File: config.mk
export PLATFORM = sky130hd
export DESIGN_NAME = aluCore
export DESIGN_NICKNAME = d
export VERILOG_FILES = /design/src/source/aluPkg.sv /design/src/source/rvIsaPkg.sv /design/src/source/alu.sv /design/src/source/aluControl.sv /design/src/source/aluCore.sv /design/src/source/hostPort.sv /design/src/source/instrDecode.sv /design/src/source/regFile.sv
export VERILOG_INCLUDE_DIRS = /design/src /design/src/include
export SDC_FILE = /design/constraint.sdc
export NUM_CORES = 2
export LEC_CHECK = 0
export BUFFER_PORTS_ARGS = -buffer_cell sky130_fd_sc_hd__buf_2
export CAP_MARGIN = 5
export CORE_UTILIZATION = 44
export CTS_BUF_LIST = sky130_fd_sc_hd__clkbuf_4 sky130_fd_sc_hd__clkbuf_8
export CTS_CLUSTER_DIAMETER = 120
export DETAILED_ROUTE_END_ITERATION = 10
export SLEW_MARGIN = 20
export SYNTH_ARGS = -nofsm -noshare
export SYNTH_HDL_FRONTEND = slang
export SYNTH_SLANG_ARGS = --single-unit
export TNS_END_PERCENT = 50
File: constraint.sdc
create_clock -name clk -period 11.6 [get_ports clk]
set_input_delay 1.16 -clock clk [delete_from_list [all_inputs] [get_ports clk]]
set_output_delay 1.16 -clock clk [all_outputs]
set_load 0.02 [all_outputs]
File: src/include/alu_config.svh
/* Widths and APB address map of the execute unit. The decoder assumes RV32, so DATA_WIDTH
   stays at 32. Register n is read at REG_BASE + 4*n. */
`ifndef ALU_CONFIG_SVH
`define ALU_CONFIG_SVH

`define DATA_WIDTH      32
`define REG_COUNT       32
`define REG_IDX_WIDTH   $clog2(`REG_COUNT)

`define APB_ADDR_WIDTH  12

// write-only issue register
`define INSTR_ADDR      12'h000
// register file window, word aligned, read only
`define REG_BASE        12'h100

`endif

File: src/source/aluPkg.sv
/* ALU operation codes. ADD must stay at 0, LUI relies on it. */
package aluPkg;

    typedef enum logic [3:0] {
        ADD,
        SUB,
        SLT,
        SLTU,
        SLL,
        SRL,
        SRA,
        AND,
        OR,
        XOR
    } aluOp_t;

endpackage

File: src/source/rvIsaPkg.sv
/* RV32I encoding fields. Only the OP, OP-IMM and LUI opcodes are named here. */
package rvIsaPkg;

    typedef enum logic [6:0] {
        OP_REG = 7'b0110011,
        OP_IMM = 7'b0010011,
        OP_LUI = 7'b0110111
    } opcode_t;

    typedef enum logic [1:0] {
        I_TYPE = 2'b11,
        R_TYPE = 2'b10,
        U_TYPE = 2'b01,
        NO_OP  = 2'b00
    } insType_t;

    typedef enum logic [2:0] { // instr[14:12]
        ADD_SUB = 3'd0,
        SLL     = 3'd1,
        SLT     = 3'd2,
        SLTU    = 3'd3,
        LXOR    = 3'd4,
        SRL_SRA = 3'd5,
        LOR     = 3'd6,
        LAND    = 3'd7
    } funct3_t;

    typedef enum logic [6:0] { // instr[31:25]
        BASE = 7'd0,
        ALT  = 7'd32
    } funct7_t;

endpackage

File: src/source/alu.sv
/* Combinational RV32I ALU. Shift amounts use the low bits of b only. */
`timescale 1ns/1ps
`include "alu_config.svh"

module alu (
    input  logic [`DATA_WIDTH-1:0] a,
    input  logic [`DATA_WIDTH-1:0] b,
    input  aluPkg::aluOp_t         op,
    output logic [`DATA_WIDTH-1:0] result
);
    import aluPkg::*;

    localparam int SHAMT_WIDTH = $clog2(`DATA_WIDTH);

    logic [SHAMT_WIDTH-1:0] shamt;
    logic lessSigned;
    logic lessUnsigned;

    assign shamt        = b[SHAMT_WIDTH-1:0];
    assign lessSigned   = $signed(a) < $signed(b);
    assign lessUnsigned = a < b;

    always_comb begin
        case (op)
            ADD:     result = a + b;
            SUB:     result = a - b;
            SLT:     result = {{(`DATA_WIDTH-1){1'b0}}, lessSigned};
            SLTU:    result = {{(`DATA_WIDTH-1){1'b0}}, lessUnsigned};
            SLL:     result = a << shamt;
            SRL:     result = a >> shamt;
            SRA:     result = $unsigned($signed(a) >>> shamt); // keeps sign bit
            AND:     result = a & b;
            OR:      result = a | b;
            XOR:     result = a ^ b;
            default: result = a + b;
        endcase
    end

endmodule

File: src/source/aluControl.sv
/* Maps class, funct7 and funct3 to an ALU op. I-type funct3 1, 3, 5 and unknown R-type
   funct7 values fall back to ADD. */
`timescale 1ns/1ps

module aluControl (
    input  rvIsaPkg::insType_t insType,
    input  rvIsaPkg::funct7_t  funct7,
    input  rvIsaPkg::funct3_t  funct3,
    output aluPkg::aluOp_t     opSel
);
    import rvIsaPkg::*;
    import aluPkg::*;

    always_comb begin : opSelDecode
        opSel = ADD;
        case (insType)
            I_TYPE: begin
                case (funct3)
                    ADD_SUB:       opSel = ADD;
                    rvIsaPkg::SLT: opSel = aluPkg::SLT;
                    LXOR:          opSel = XOR;
                    LOR:           opSel = OR;
                    LAND:          opSel = AND;
                    default:       opSel = ADD; // no SLTIU, no imm shifts
                endcase
            end
            R_TYPE: begin
                case (funct7)
                    BASE: begin
                        case (funct3)
                            ADD_SUB:        opSel = ADD;
                            rvIsaPkg::SLL:  opSel = aluPkg::SLL;
                            rvIsaPkg::SLT:  opSel = aluPkg::SLT;
                            rvIsaPkg::SLTU: opSel = aluPkg::SLTU;
                            LXOR:           opSel = XOR;
                            SRL_SRA:        opSel = SRL;
                            LOR:            opSel = OR;
                            LAND:           opSel = AND;
                            default:        opSel = ADD;
                        endcase
                    end
                    ALT: begin
                        case (funct3)
                            ADD_SUB: opSel = SUB;
                            SRL_SRA: opSel = SRA;
                            default: opSel = ADD;
                        endcase
                    end
                    default: opSel = ADD;
                endcase
            end
            U_TYPE:  opSel = ADD; // ADD with rs1 at x0 passes imm
            default: opSel = ADD;
        endcase
    end

endmodule

File: src/source/aluCore.sv
/* Single-issue RV32I execute unit behind APB. Supports OP, OP-IMM and LUI, one instruction
   in flight, result written one cycle after the issuing write. */
`timescale 1ns/1ps
`include "alu_config.svh"

module aluCore (
    input  logic                        clk,
    input  logic                        rstN,
    input  logic                        psel,
    input  logic                        penable,
    input  logic                        pwrite,
    input  logic [`APB_ADDR_WIDTH-1:0]  paddr,
    input  logic [`DATA_WIDTH-1:0]      pwdata,
    output logic [`DATA_WIDTH-1:0]      prdata,
    output logic                        pready,
    output logic                        pslverr
);
    import rvIsaPkg::*;
    import aluPkg::*;

    logic [`DATA_WIDTH-1:0]    instrWord;
    logic                      issue;
    logic                      illegal;
    logic                      execBusy;
    insType_t                  insType;
    funct7_t                   funct7;
    funct3_t                   funct3;
    aluOp_t                    opSel;
    aluOp_t                    execOp;
    logic [`REG_IDX_WIDTH-1:0] rs1Addr;
    logic [`REG_IDX_WIDTH-1:0] rs2Addr;
    logic [`REG_IDX_WIDTH-1:0] rdAddr;
    logic [`REG_IDX_WIDTH-1:0] hostAddr;
    logic [`DATA_WIDTH-1:0]    imm;
    logic                      useImm;
    logic [`DATA_WIDTH-1:0]    rs1Data;
    logic [`DATA_WIDTH-1:0]    rs2Data;
    logic [`DATA_WIDTH-1:0]    hostData;
    logic [`DATA_WIDTH-1:0]    operandB;
    logic [`DATA_WIDTH-1:0]    result;

    assign operandB = useImm ? imm : rs2Data; // I-type and LUI take imm

    hostPort uHostPort (
        .clk(clk), .rstN(rstN),
        .psel(psel), .penable(penable), .pwrite(pwrite), .paddr(paddr), .pwdata(pwdata),
        .illegal(illegal), .execBusy(execBusy),
        .prdata(prdata), .pready(pready), .pslverr(pslverr),
        .instrWord(instrWord), .issue(issue), .hostAddr(hostAddr), .hostData(hostData)
    );

    instrDecode uDecode (
        .clk(clk), .rstN(rstN), .instrWord(instrWord), .issue(issue), .opSel(opSel),
        .illegal(illegal), .insType(insType), .funct7(funct7), .funct3(funct3),
        .execBusy(execBusy), .rs1Addr(rs1Addr), .rs2Addr(rs2Addr), .rdAddr(rdAddr),
        .imm(imm), .useImm(useImm), .execOp(execOp)
    );

    aluControl uAluControl (.insType(insType), .funct7(funct7), .funct3(funct3), .opSel(opSel));

    regFile uRegFile (
        .clk(clk), .rstN(rstN),
        .rs1Addr(rs1Addr), .rs2Addr(rs2Addr), .hostAddr(hostAddr),
        .rs1Data(rs1Data), .rs2Data(rs2Data), .hostData(hostData),
        .we(execBusy), .rdAddr(rdAddr), .wData(result)
    );

    alu uAlu (.a(rs1Data), .b(operandB), .op(execOp), .result(result));

endmodule

File: src/source/hostPort.sv
/* APB slave. An access phase overlapping the execute cycle, or following a setup phase that
   did, waits one cycle. Unaligned register addresses count as unmapped. */
`timescale 1ns/1ps
`include "alu_config.svh"

module hostPort (
    input  logic                        clk,
    input  logic                        rstN,
    input  logic                        psel,
    input  logic                        penable,
    input  logic                        pwrite,
    input  logic [`APB_ADDR_WIDTH-1:0]  paddr,
    input  logic [`DATA_WIDTH-1:0]      pwdata,
    input  logic                        illegal,
    input  logic                        execBusy,
    output logic [`DATA_WIDTH-1:0]      prdata,
    output logic                        pready,
    output logic                        pslverr,
    output logic [`DATA_WIDTH-1:0]      instrWord,
    output logic                        issue,
    output logic [`REG_IDX_WIDTH-1:0]   hostAddr,
    input  logic [`DATA_WIDTH-1:0]      hostData
);
    localparam logic [`APB_ADDR_WIDTH-1:0] REG_SPAN = `APB_ADDR_WIDTH'(4 * `REG_COUNT);

    logic setupPhase;
    logic accessPhase;
    logic waitReg;
    logic instrHit;
    logic regHit;
    logic accessErr;
    logic [`APB_ADDR_WIDTH-1:0] regOffset;

    assign setupPhase  = psel && !penable;
    assign accessPhase = psel && penable;

    // setup seen during execute, so the first access cycle waits
    always_ff @(posedge clk or negedge rstN) begin
        if (!rstN) begin
            waitReg <= 1'b0;
        end else begin
            waitReg <= setupPhase && execBusy;
        end
    end

    assign regOffset = paddr - `REG_BASE;
    assign instrHit  = (paddr == `INSTR_ADDR);
    assign regHit    = (paddr >= `REG_BASE) && (regOffset < REG_SPAN) && (paddr[1:0] == 2'b00);
    assign hostAddr  = regOffset[`REG_IDX_WIDTH+1:2];

    always_comb begin
        accessErr = 1'b0;
        if (!instrHit && !regHit) begin
            accessErr = 1'b1; // unmapped
        end else if (pwrite && regHit) begin
            accessErr = 1'b1; // registers are read only
        end else if (!pwrite && instrHit) begin
            accessErr = 1'b1; // issue reg is write only
        end else if (pwrite && instrHit && illegal) begin
            accessErr = 1'b1;
        end
    end

    assign pready    = accessPhase && !execBusy && !waitReg;
    assign pslverr   = pready && accessErr;
    assign issue     = pready && pwrite && instrHit && !illegal;
    assign instrWord = pwdata;
    assign prdata    = (pready && !pwrite && regHit) ? hostData : '0;

endmodule

File: src/source/instrDecode.sv
/* Decodes OP, OP-IMM and LUI only, anything else is flagged illegal. The execute stage
   holds one instruction for exactly one cycle after issue. */
`timescale 1ns/1ps
`include "alu_config.svh"

module instrDecode (
    input  logic                        clk,
    input  logic                        rstN,
    input  logic [`DATA_WIDTH-1:0]      instrWord,
    input  logic                        issue,
    input  aluPkg::aluOp_t              opSel,
    output logic                        illegal,
    output rvIsaPkg::insType_t          insType,
    output rvIsaPkg::funct7_t           funct7,
    output rvIsaPkg::funct3_t           funct3,
    output logic                        execBusy,
    output logic [`REG_IDX_WIDTH-1:0]   rs1Addr,
    output logic [`REG_IDX_WIDTH-1:0]   rs2Addr,
    output logic [`REG_IDX_WIDTH-1:0]   rdAddr,
    output logic [`DATA_WIDTH-1:0]      imm,
    output logic                        useImm,
    output aluPkg::aluOp_t              execOp
);
    import rvIsaPkg::*;

    opcode_t opcode;
    logic [`DATA_WIDTH-1:0] iImm;
    logic [`DATA_WIDTH-1:0] uImm;

    assign opcode = opcode_t'(instrWord[6:0]);
    assign funct7 = funct7_t'(instrWord[31:25]);
    assign funct3 = funct3_t'(instrWord[14:12]);

    always_comb begin
        case (opcode)
            OP_REG:  insType = R_TYPE;
            OP_IMM:  insType = I_TYPE;
            OP_LUI:  insType = U_TYPE;
            default: insType = NO_OP;
        endcase
    end

    assign illegal = (insType == NO_OP);

    assign iImm = {{(`DATA_WIDTH-12){instrWord[31]}}, instrWord[31:20]}; // sign extended
    assign uImm = {instrWord[31:12], 12'b0};

    always_ff @(posedge clk or negedge rstN) begin
        if (!rstN) begin
            execBusy <= 1'b0;
        end else begin
            execBusy <= issue; // one cycle in execute
        end
    end

    always_ff @(posedge clk) begin
        if (issue) begin
            rs1Addr <= (insType == U_TYPE) ? '0 : instrWord[19:15]; // LUI adds to x0
            rs2Addr <= instrWord[24:20];
            rdAddr  <= instrWord[11:7];
            imm     <= (insType == U_TYPE) ? uImm : iImm;
            useImm  <= (insType != R_TYPE);
            execOp  <= opSel;
        end
    end

endmodule

File: src/source/regFile.sv
/* 32 registers, x0 reads as zero and ignores writes. All reads are combinational. */
`timescale 1ns/1ps
`include "alu_config.svh"

module regFile (
    input  logic                        clk,
    input  logic                        rstN,
    input  logic [`REG_IDX_WIDTH-1:0]   rs1Addr,
    input  logic [`REG_IDX_WIDTH-1:0]   rs2Addr,
    input  logic [`REG_IDX_WIDTH-1:0]   hostAddr,
    output logic [`DATA_WIDTH-1:0]      rs1Data,
    output logic [`DATA_WIDTH-1:0]      rs2Data,
    output logic [`DATA_WIDTH-1:0]      hostData,
    input  logic                        we,
    input  logic [`REG_IDX_WIDTH-1:0]   rdAddr,
    input  logic [`DATA_WIDTH-1:0]      wData
);
    logic [`DATA_WIDTH-1:0] regs [`REG_COUNT];

    always_ff @(posedge clk or negedge rstN) begin
        if (!rstN) begin
            for (int i = 0; i < `REG_COUNT; i++) begin
                regs[i] <= '0;
            end
        end else if (we && rdAddr != '0) begin
            regs[rdAddr] <= wData;
        end
    end

    assign rs1Data  = regs[rs1Addr];
    assign rs2Data  = regs[rs2Addr];
    assign hostData = regs[hostAddr];

endmodule

==> results.sh <==
export IMPL_vias=63730
export IMPL_cts_made_buffers=185
export IMPL_crit_arrival_ns=9.09
export IMPL_track_usage_pct=36.36
export IMPL_grt_pass1_vias=61240
export IMPL_port_buffers=82
export IMPL_dp_cells=8481
export IMPL_cp_max_fo=102
export IMPL_power_leakage_nw=34.48
export IMPL_synthArstFlopShare_pct=95.18
export IMPL_drt_wl_total_mm=319.0
export IMPL_yosysWarningCount=0
export IMPL_htreeDepth=4
export IMPL_status="complete, no violations"
export IMPL_post_cts_setup_buffers=0
export IMPL_maxSlewViolCount=0
export IMPL_final_antenna_net_count=0
export IMPL_drt_first_pass_iters=9
export IMPL_via_per_inst=7.225
export IMPL_final_setup_tns_ns=0
export IMPL_clk_latency_ns=0.96
export IMPL_routedWlPerCell_microns=36.16
export IMPL_finalCriticalPeriod_ns=8.325
export IMPL_antenna_found_initial=13
export IMPL_hold_buffers=0
export IMPL_postLayoutCellArea_sq_um=81990
export IMPL_ys_seq_elements=1078
export IMPL_crit_top_cell="a21oi_1"
export IMPL_maxCapViolCount=0
export IMPL_max_clock_freq_mhz=120.1
export IMPL_utilization_pct=48.22
export IMPL_worst_path_largest_cell_delay_ns=0.97
export IMPL_cts_sinks=1078
export IMPL_synth_cell_types=115
export IMPL_synth_edf_count=52
export IMPL_nFillCells=15300
export IMPL_cp_data_required_time_ns=12.36
export IMPL_clockBufferDepth=3
export IMPL_place_congestion=1.029
export IMPL_drc_errors=0
export IMPL_dpl_cell_area_sq_um=77840
export IMPL_min_path_type="input pin to async pin"
export IMPL_setup_worst_path_class="flop to flop"
export IMPL_coreArea_sq_um=170000
export IMPL_start_kind="flop"
export IMPL_drive_gt1_share_pct=29.19
export IMPL_hpwl_mm=205.2
export IMPL_peakVddDrop_mv=0.09660
export IMPL_io_pins=83
export IMPL_die_h_microns=416.4
export IMPL_grt_max_degree=174
export IMPL_skew_ns=0.05831
export IMPL_powerDensity_nw_per_um2=96.27
export IMPL_start_util_pct=44.44
export IMPL_synth_seq_area_share_pct=36.04
export IMPL_syn_nets=6845
export IMPL_final_cell_mix="dfrtp_1, mux4_2, nand2_1"
export IMPL_path_cells="buf_12 > buf_12 > mux2i_1 > a22oi_1 > a21oi_1 > nor4_4 > buf_4 > a21oi_4 > inv_6 > ha_1 > fa_1 > nand2b_1 > a21oi_1 > o21ai_1 > a21oi_1 > o21a_1 > o31ai_1 > a2111oi_0 > o311ai_0 > a311o_1 > a221oi_4 > buf_4 > a21oi_1"
export IMPL_rsz0062_at_grt="false"
export IMPL_layout_commonest_cell="dfrtp_1"
export IMPL_yosys_area_top_type="dfrtp_1"
export IMPL_period_share_pct=71.77
export IMPL_clk_pin_slew_ns=0.06
export IMPL_synth_area_top_cells="dfrtp_1, mux4_2, mux2i_1, mux2_2, nand2_1"
export IMPL_syn_area_per_cell_sq_um=11.28
export IMPL_synth_ff_type="dfrtp_1"
export IMPL_endpoint_kind="flop"
export IMPL_dieArea_sq_um=173400
export IMPL_die_x_microns=416.4
export IMPL_cts_tree="done"
export IMPL_crit_slowest_cell="a2111oi_0"
export IMPL_layout_area_overhead_vs_synth_pct=8.490
export IMPL_final_cells=8821
export IMPL_grt_pass1_wl_mm=455.6
export IMPL_setup_viol=0
export IMPL_syn_instance_count=6697
export IMPL_rows=151
export IMPL_hold_viol_final=0
export IMPL_cts_root_buf="clkbuf_8"
export IMPL_mappedNetlistArea_sq_um=75570
export IMPL_fin_nets=6598
export IMPL_synth_top_area_share_pct=33.97
export IMPL_drtIter0Drc=9940
export IMPL_gr_total_overflow=0
export IMPL_relSlewSlack_pct=13.59
export IMPL_tightest_slew_ns=1.260
export IMPL_fin_worst_hold_slack_ns=0.3279
export IMPL_cts_repair_resize_count=0
## flip-flops by register name (all words and copies together) (netlist names), 4 cells and up
name / cells
uDecode.rs2Addr: 5
uRegFile.regs: 1024
uDecode.rdAddr: 5
uDecode.imm: 32
uDecode.execOp: 4
uDecode.rs1Addr: 5
## report_power, final
group          switching [mW]  internal, mW
clock                    1.75          2.13
sequential         0.00000476          3.79
combinational           0.168        0.0632
total                    1.92          5.97
## worst paths after layout
path	depth (start not counted)	from	slack, ns	to
min reg2reg	0	uRegFile.regs[1016]	0.42	uRegFile.regs[1016]
min	1	rstN	0.33	uRegFile.regs[958]
max reg2reg	23	uDecode.rs2Addr[0]	3.27	uRegFile.regs[660]
max	23	uDecode.rs2Addr[0]	3.27	uRegFile.regs[660]
max in group asynchronous	3	rstN	8.84	uRegFile.regs[5]
min in group clk	2	penable	0.36	uHostPort.waitReg
## layout make-up
type | count | area (sq um) | share of cell area [%]
inverters | 112 | 429.2 | 0.5235
flip-flops and latches | 1078 | 27240 | 33.22
repair buffers | 308 | 2311 | 2.819
clock inverters | 51 | 503.0 | 0.6135
multi-input cells | 4765 | 45110 | 55.03
clock buffers | 281 | 3598 | 4.389
diodes | 8 | 20.02 | 0.02442
well taps | 2218 | 2775 | 3.385
## metal layers
layer / wire [microns] / GRT usage (%)
met2: 136100 / 52.08
met1: 119200 / 48.09
met5: 32 / 0
met4: 23650 / 22.87
met3: 40030 / 10.94
## metrics by stage
| step | power [mW] | setup WS (ns) |
|---|---|---|
| finish | 7.892 | 3.275 |
| global placement | 4.087 | 3.725 |
| detailed placement | 4.090 | 3.480 |
| floorplan | 3.957 | 4.720 |
| global route | 8.112 | 2.826 |
| CTS | 7.930 | 3.419 |
## logic make-up after synthesis
| group | share of synthesized area, % |
|---|---|
| xor gates and xnor gates | 0.2550 |
| buffers and inverters | 5.060 |
| and+or+nand+nor | 8.581 |
| DFF | 36.04 |
| AOI/OAI and AO/OA | 14.63 |
| muxes | 33.78 |
| adders and majority gates | 1.659 |
## critical path, delay by kind of cell (launching register included)
| family | cells | cell delay [ns] |
|---|---|---|
| buffers and inverters | 5 | 2.35 |
| AND/OR/NAND/NOR | 2 | 0.37 |
| flip-flops | 1 | 0.37 |
| AO/OA/AOI/OAI | 13 | 3.74 |
| adder cells (fa/ha/maj) | 2 | 0.63 |
| multiplexers | 1 | 0.18 |
## synthesized netlist by cell type, types with 74 or more instances
library cell,number
a21oi_1,303
a22oi_1,147
a31oi_1,110
a41oi_1,125
buf_1,74
buf_2,110
clkbuf_1,474
dfrtp_1,1026
ha_1,97
inv_1,105
mux2_2,347
mux2i_1,416
mux4_2,750
nand2_1,534
nand3_1,95
nor2_1,529
nor3_1,99
o21ai_0,308
o31ai_1,77
No activity file was read; power rests on OpenSTA's default activity.
